<file path="src/source/simd_alu_pkg.sv">
`default_nettype none

package simd_alu_pkg;

  // data word width, fixed by the four byte lane structure
  localparam int XLEN = 32;
  // number of byte lanes in one word
  localparam int NUM_BYTES = XLEN / 8;
  // adder width with one separator bit below every byte
  localparam int SEP_WIDTH = XLEN + NUM_BYTES;

  ////////////////////////////////////////////////////////////
  // operations and lane modes
  ////////////////////////////////////////////////////////////

  typedef enum logic [4:0] {
    ALU_ADD,
    ALU_SUB,
    ALU_AND,
    ALU_OR,
    ALU_XOR,
    ALU_EQ,
    ALU_NE,
    ALU_GTS,
    ALU_GTU,
    ALU_GES,
    ALU_GEU,
    ALU_LTS,
    ALU_LTU,
    ALU_LES,
    ALU_LEU,
    ALU_SLTS,
    ALU_SLTU,
    ALU_MIN,
    ALU_MINU,
    ALU_MAX,
    ALU_MAXU,
    ALU_RELU,
    ALU_MAC32,
    ALU_MAC16
  } alu_op_e;

  // same encoding as the core decoder, 2'b01 is unused
  typedef enum logic [1:0] {
    VEC_MODE32 = 2'b00,
    VEC_MODE16 = 2'b10,
    VEC_MODE8  = 2'b11
  } vec_mode_e;

  ////////////////////////////////////////////////////////////
  // lane views of one data word
  ////////////////////////////////////////////////////////////

  typedef union packed {
    logic [XLEN-1:0]            word;
    logic [1:0][XLEN/2-1:0]     halves;
    logic [NUM_BYTES-1:0][7:0]  bytes;
  } simd_word_u;

  // one bit per byte, a wider lane sets every bit it covers
  typedef logic [NUM_BYTES-1:0] lane_mask_t;

endpackage

`default_nettype wire

</file>
<file path="src/source/simd_alu_stage_if.sv">
`timescale 1ns/10ps
`default_nettype none

// one issued operation travelling from issue to accumulate stage
interface simd_alu_stage_if;
  import simd_alu_pkg::*;

  // handshake, transfer when both high
  logic       valid;
  logic       ready;
  // payload, held stable while valid waits for ready
  alu_op_e    op;
  vec_mode_e  vec_mode;
  simd_word_u result;
  logic [XLEN-1:0] prod0;
  logic [XLEN-1:0] prod1;
  logic [XLEN-1:0] acc;
  logic       cmp;

  modport issue (
    output valid, op, vec_mode, result, prod0, prod1, acc, cmp,
    input  ready
  );

  modport accum (
    output ready,
    input  valid, op, vec_mode, result, prod0, prod1, acc, cmp
  );

endinterface

`default_nettype wire

</file>
<file path="src/source/simd_accumulate_stage.sv">
`timescale 1ns/10ps
`default_nettype none

module simd_accumulate_stage (
  input  logic                          clk,
  input  logic                          arst_n_i,
  simd_alu_stage_if.accum               stage,
  output logic [simd_alu_pkg::XLEN-1:0] result_o,
  output logic                          cmp_o,
  output logic                          result_valid_o,
  input  logic                          result_ready_i
);
  import simd_alu_pkg::*;

  logic [XLEN-1:0] result_d;
  logic            transfer;

  ////////////////////////////////////////////////////////////
  // accumulate
  ////////////////////////////////////////////////////////////

  // all sums wrap modulo 2^32
  // mac16 is a dot product of both half lanes
  always_comb begin
    case (stage.op)
      ALU_MAC32: result_d = stage.acc + stage.prod0;
      ALU_MAC16: result_d = stage.acc + stage.prod0 + stage.prod1;
      default:   result_d = stage.result.word;
    endcase
  end

  ////////////////////////////////////////////////////////////
  // output register
  ////////////////////////////////////////////////////////////

  // accept from issue when empty or when the consumer takes ours
  assign stage.ready = ~result_valid_o | result_ready_i;
  assign transfer    = stage.valid & stage.ready;

  always_ff @(posedge clk or negedge arst_n_i) begin
    if (!arst_n_i) begin
      result_valid_o <= 1'b0;
    end else if (stage.ready) begin
      result_valid_o <= stage.valid;
    end
  end

  // result held while the consumer stalls
  always_ff @(posedge clk) begin
    if (transfer) begin
      result_o <= result_d;
      cmp_o    <= stage.cmp;
    end
  end

endmodule

`default_nettype wire

</file>
<file path="src/flat_wrapper.sv">
// flat-port wrapper written by rule: the top's interface ports become plain ports
module simd_accumulate_stage_flat import simd_alu_pkg::*;
  (clk, arst_n_i, result_o, cmp_o, result_valid_o, result_ready_i, stage_ready, stage_valid, stage_op, stage_vec_mode, stage_result, stage_prod0, stage_prod1, stage_acc, stage_cmp);
  simd_alu_stage_if stage_i ();
  input  logic clk;
  input  logic arst_n_i;
  output logic [simd_alu_pkg::XLEN-1:0] result_o;
  output logic cmp_o;
  output logic result_valid_o;
  input  logic result_ready_i;
  output wire logic [$bits(stage_i.ready)-1:0] stage_ready;
  input wire logic [$bits(stage_i.valid)-1:0] stage_valid;
  input wire logic [$bits(stage_i.op)-1:0] stage_op;
  input wire logic [$bits(stage_i.vec_mode)-1:0] stage_vec_mode;
  input wire logic [$bits(stage_i.result)-1:0] stage_result;
  input wire logic [$bits(stage_i.prod0)-1:0] stage_prod0;
  input wire logic [$bits(stage_i.prod1)-1:0] stage_prod1;
  input wire logic [$bits(stage_i.acc)-1:0] stage_acc;
  input wire logic [$bits(stage_i.cmp)-1:0] stage_cmp;
  assign stage_ready = stage_i.ready;
  assign stage_i.valid = stage_valid;
  assign stage_i.op = stage_op;
  assign stage_i.vec_mode = stage_vec_mode;
  assign stage_i.result = stage_result;
  assign stage_i.prod0 = stage_prod0;
  assign stage_i.prod1 = stage_prod1;
  assign stage_i.acc = stage_acc;
  assign stage_i.cmp = stage_cmp;
  simd_accumulate_stage u_core (.clk(clk), .arst_n_i(arst_n_i), .stage(stage_i), .result_o(result_o), .cmp_o(cmp_o), .result_valid_o(result_valid_o), .result_ready_i(result_ready_i));
endmodule
</file>
<file path="config.mk">
export PLATFORM = sky130hd
export DESIGN_NAME = simd_accumulate_stage_flat
export DESIGN_NICKNAME = d
export VERILOG_FILES = /design/src/source/simd_alu_pkg.sv /design/src/source/simd_alu_stage_if.sv /design/src/source/simd_accumulate_stage.sv /design/src/flat_wrapper.sv
export SDC_FILE = /design/constraint.sdc
export NUM_CORES = 1
export LEC_CHECK = 0
export BUFFER_PORTS_ARGS = -buffer_cell sky130_fd_sc_hd__clkbuf_2
export CAP_MARGIN = 25
export CORE_MARGIN = 2
export CORE_UTILIZATION = 45
export DETAILED_ROUTE_END_ITERATION = 10
export HOLD_SLACK_MARGIN = 0.05
export PLACE_DENSITY_LB_ADDON = 0.1
export SLEW_MARGIN = 10
export SYNTH_ARGS = -nofsm -noshare
export SYNTH_HDL_FRONTEND = slang
export SYNTH_SLANG_ARGS = --single-unit
</file>
<file path="constraint.sdc">
create_clock -name clk -period 1.5 [get_ports clk]
set_input_delay 0.075 -clock clk [delete_from_list [all_inputs] [get_ports clk]]
set_output_delay 0.075 -clock clk [all_outputs]
set_load 0.05 [all_outputs]
</file>
==> flow_summary.yaml <==
run_status:
  status: "complete, but fails checks"
  failed_checks: "setup timing"
placement:
  io_buffers: 172
  dpl-instance-area_um2: 7610
  gp_congestion: 0.917
  dpl_worst_slack_ps: -2670
  dpl.hpwl_mm: 14.1
cts:
  cts_sinks: 34
  root_buffer: "clkbuf_8"
  h-tree-depth: 2
  ctsLongestPathBuffers: 2
  tritoncts: "built"
  cts_buffers: 5
  clk_pin_slew_ps: 70
  clk_latency_ps: 290
min_path:
  worstHoldPathType: "primary input to register"
  min_from: "stage_result[31]"
setup_path:
  r2r-start: "u_core.result_valid_o$_DFFE_PN0N_"
  critPathMaxFanout: 2
  worstPathArrival_ps: 3930
  startpoint: "stage_acc[1]"
  start_kind: "primary input"
  required_ps: 1540
  crit_type: "primary input to register"
  critPathCaptureType: "register"
  rrSetupSlack_ps: 210
power_and_ir_drop:
  peakVddDrop_v: 0.000647
  p_per_area_nw_per_um2: 940
  leakage_uw: 0.00428
  power.total_uw: 8330
layout:
  finish.utilization_pct: 85.5
  num-nets-final: 1205
  seq_area_um2: 1020
  multiInputGateArea_um2: 4640
  drive_above_1_share_pct: 56.7
  fillers: 570
  final_area_um2: 8860
  num_antenna_cells: 0
  syn2layout_area_growth_pct: 83.7
synth:
  ys_seq_elements: 34
  synthMuxAreaShare_pct: 1.87
  synth_edf_count: 33
  syn-num-nets: 798
  syn_area_per_cell_um2: 8.15
  synth_ff_type: "edfxtp_1"
  synth-xor-area-share_pct: 9.41
  synth_top_family_by_area: "compound AO/OA/AOI/OAI gates"
  synth_compound_area_share_pct: 30.0
  synth_warnings: 0
  ys_seq_area_share_pct: 21.1
  async_flop_share_pct: 2.94
  synthCells: 592
  synthAdderAreaFrac_pct: 17.4
  synthSimpleGateAreaFrac_pct: 17.5
  synth_cell_types: 64
  syn-cell-area_um2: 4820
global_routing:
  grt_pass1_vias: 6139
  grt_max_degree: 40
  overflow: 0
  antenna_found_initial: 0
  grt_usage_pct: 30.8
  grt_pass1_wl_mm: 28.8
timing:
  relSlewSlack_pct: 70.1
  rsz0062_at_grt: "true"
  finalSetupViolCount: 31
  post-route-period-util_pct: 259
  worst_pin_slew_ps: 446
  fin_skew_ps: 6.98
  fmax_mhz: 257
  slew_violations: 0
  fin_crit_ps: 3890
  setup_ws_ps: -2390
  hold_viol: 0
route:
  antenna_left: 0
  vias_per_cell: 5.75
  routed_wl_mm: 20.6
  drc: 0
  drtPass1Iterations: 6
  num_vias: 6531
  drt-wirelength-per-cell_um: 18.1
  drtIter0Drc: 434
die:
  core_um2: 10400
  die_w_um: 108
  die_h_um: 108
  pin_count: 175
  start_util_pct: 46.5
  std_cell_rows: 37
  design.die.area_um2: 11600
flow_run:
  maxCapViolations: 0
[cell type report]
class	count	share of cell area, %
Sequential cell	34	11.5
Clock inverter	3	0.508
Multi-Input combinational cell	523	52.4
Tap cell	136	1.92
Inverter	21	0.889
Clock buffer	5	0.776
Timing Repair Buffer	414	32.1
[cell families (layout without fill, tap and decap cells)]
kind of cell	after synthesis	in the layout
buffers and inverters	35	443
xor gates and xnor gates	51	51
AOI/OAI and AO/OA	215	215
DFF	34	34
adders and majority gates	66	66
muxes	9	9
and+or+nand+nor	182	182
[synthesized netlist by cell type (2+ instances only)]
cell      instances  share of area (%)
ha_1             64                 17
nand2_1          63                4.9
nor2_1           56                4.4
a21oi_1          53                5.5
o21ai_0          35                3.6
xnor2_1          34                6.2
edfxtp_1         33                 21
a21o_1           28                4.4
inv_1            21                1.6
a31oi_1          17                2.2
xor2_1           16                2.9
nor3_1           14                1.5
clkbuf_1         12               0.93
a211oi_1         11                1.7
nand2b_1         10                1.3
mux2i_1           9                1.9
o21a_1            9                1.4
nor2b_1           8                1.0
nand3_1           6               0.62
o21ai_1           6               0.62
o21bai_1          6               0.93
and2_1            5               0.65
nand4_1           5               0.65
o211ai_1          5               0.78
o31ai_1           5               0.78
a22oi_1           4               0.62
and3_1            4               0.52
a211oi_2          3               0.78
a311oi_1          3               0.54
o21ai_2           3               0.54
o22ai_1           3               0.39
a211o_1           2               0.36
a21boi_0          2               0.31
a21oi_2           2               0.36
a41o_1            2               0.41
fa_1              2               0.83
o311ai_1          2               0.36
o31ai_2           2               0.52
or3_1             2               0.26
[cell usage in the layout (no fill, tap or decap), drive strengths merged, types with 3 or more instances in the layout]
| cell type | netlist | routed |
|---|---|---|
| nand2b | 10 | 10 |
| and2 | 5 | 5 |
| nand2 | 63 | 63 |
| o31ai | 7 | 7 |
| edfxtp | 33 | 33 |
| o21ai | 44 | 44 |
| nand3 | 6 | 6 |
| nor2b | 8 | 8 |
| a21oi | 55 | 55 |
| buf | 2 | 243 |
| inv | 21 | 21 |
| xnor2 | 34 | 34 |
| o21a | 9 | 9 |
| a22oi | 4 | 4 |
| clkbuf | 12 | 173 |
| mux2i | 9 | 9 |
| dlygate4sd3 | 0 | 3 |
| and3 | 4 | 4 |
| nand4 | 5 | 5 |
| o22ai | 3 | 3 |
| nor2 | 56 | 56 |
| a211oi | 14 | 14 |
| xor2 | 17 | 17 |
| o21bai | 6 | 6 |
| o211ai | 5 | 5 |
| ha | 64 | 64 |
| a311oi | 3 | 3 |
| a21o | 28 | 28 |
| a31oi | 18 | 18 |
| nor3 | 15 | 15 |
[flip-flops by register name, indices dropped and copies added (netlist names)]
name and count:
u_core.cmp_o 1, u_core.result_valid_o 1, u_core.result_o 32
[through the flow]
stage	TNS, ps	instances	hold slack (ps)
after floorplan	-45230	592	-221
after global placement	-60060	1088	-134
after detailed placement	-62410	1088	-129
after CTS	-49330	1119	67.3
after global routing	-58900	1136	81.5
final	-55490	1136	77.0
[routing by layer]
layer / global-route usage (%) / vias up / part of all wire (%)
met1: 39.7 / 3021 / 40
met4: 8.06 / 0 / 4.5
met3: 2.18 / 101 / 7.6
met2: 55.4 / 381 / 48
li1: - / 3028 / -
met5: 0 / - / 0
[worst max-delay path, cell delays in order]
cell and delay, ps:
clkbuf_2 110, ha_4 230, a211oi_4 220, o21ai_2 120, o21ai_2 230, a21boi_2 100
o21a_1 200, o21a_1 240, o31ai_4 280, nor3b_4 290, nor2_4 80, ha_4 290
nand3_2 110, nor2_4 130, nand3_1 100, a211oi_2 250, o21ai_2 130, a31oi_4 200
o22ai_2 120, xnor2_1 160, and3_1 180, o31ai_2 60
[power by group]
group / internal, µW / leakage (µW) / switching (µW) / total, µW
Combinational: 3200 / 0.00390 / 3150 / 6350
Clock: 494 / 0.0000504 / 342 / 835
Sequential: 1120 / 0.000324 / 19.0 / 1140
Total: 4820 / 0.00428 / 3510 / 8330
[path summary, 6_finish.rpt]
kind,endpoint,cells after the start
max reg2reg,u_core.result_o[27]$_DFFE_PP_,2
min reg2reg,u_core.result_valid_o$_DFFE_PN0N_,2
min,u_core.result_o[31]$_DFFE_PP_,3
min in group asynchronous,u_core.result_valid_o$_DFFE_PN0N_,2
max in group asynchronous,u_core.result_valid_o$_DFFE_PN0N_,2
max,u_core.result_o[31]$_DFFE_PP_,22
[timing repair]
action / in CTS / in global routing
endpoints found under the setup margin: 31 / 31
endpoints found under the hold margin: 3 / 0
pin swaps: 91 / 65
buffers inserted: 22 / 21
hold buffers: 3 / 0
resized for setup: 69 / 85
(Power assumes the default switching activity.)
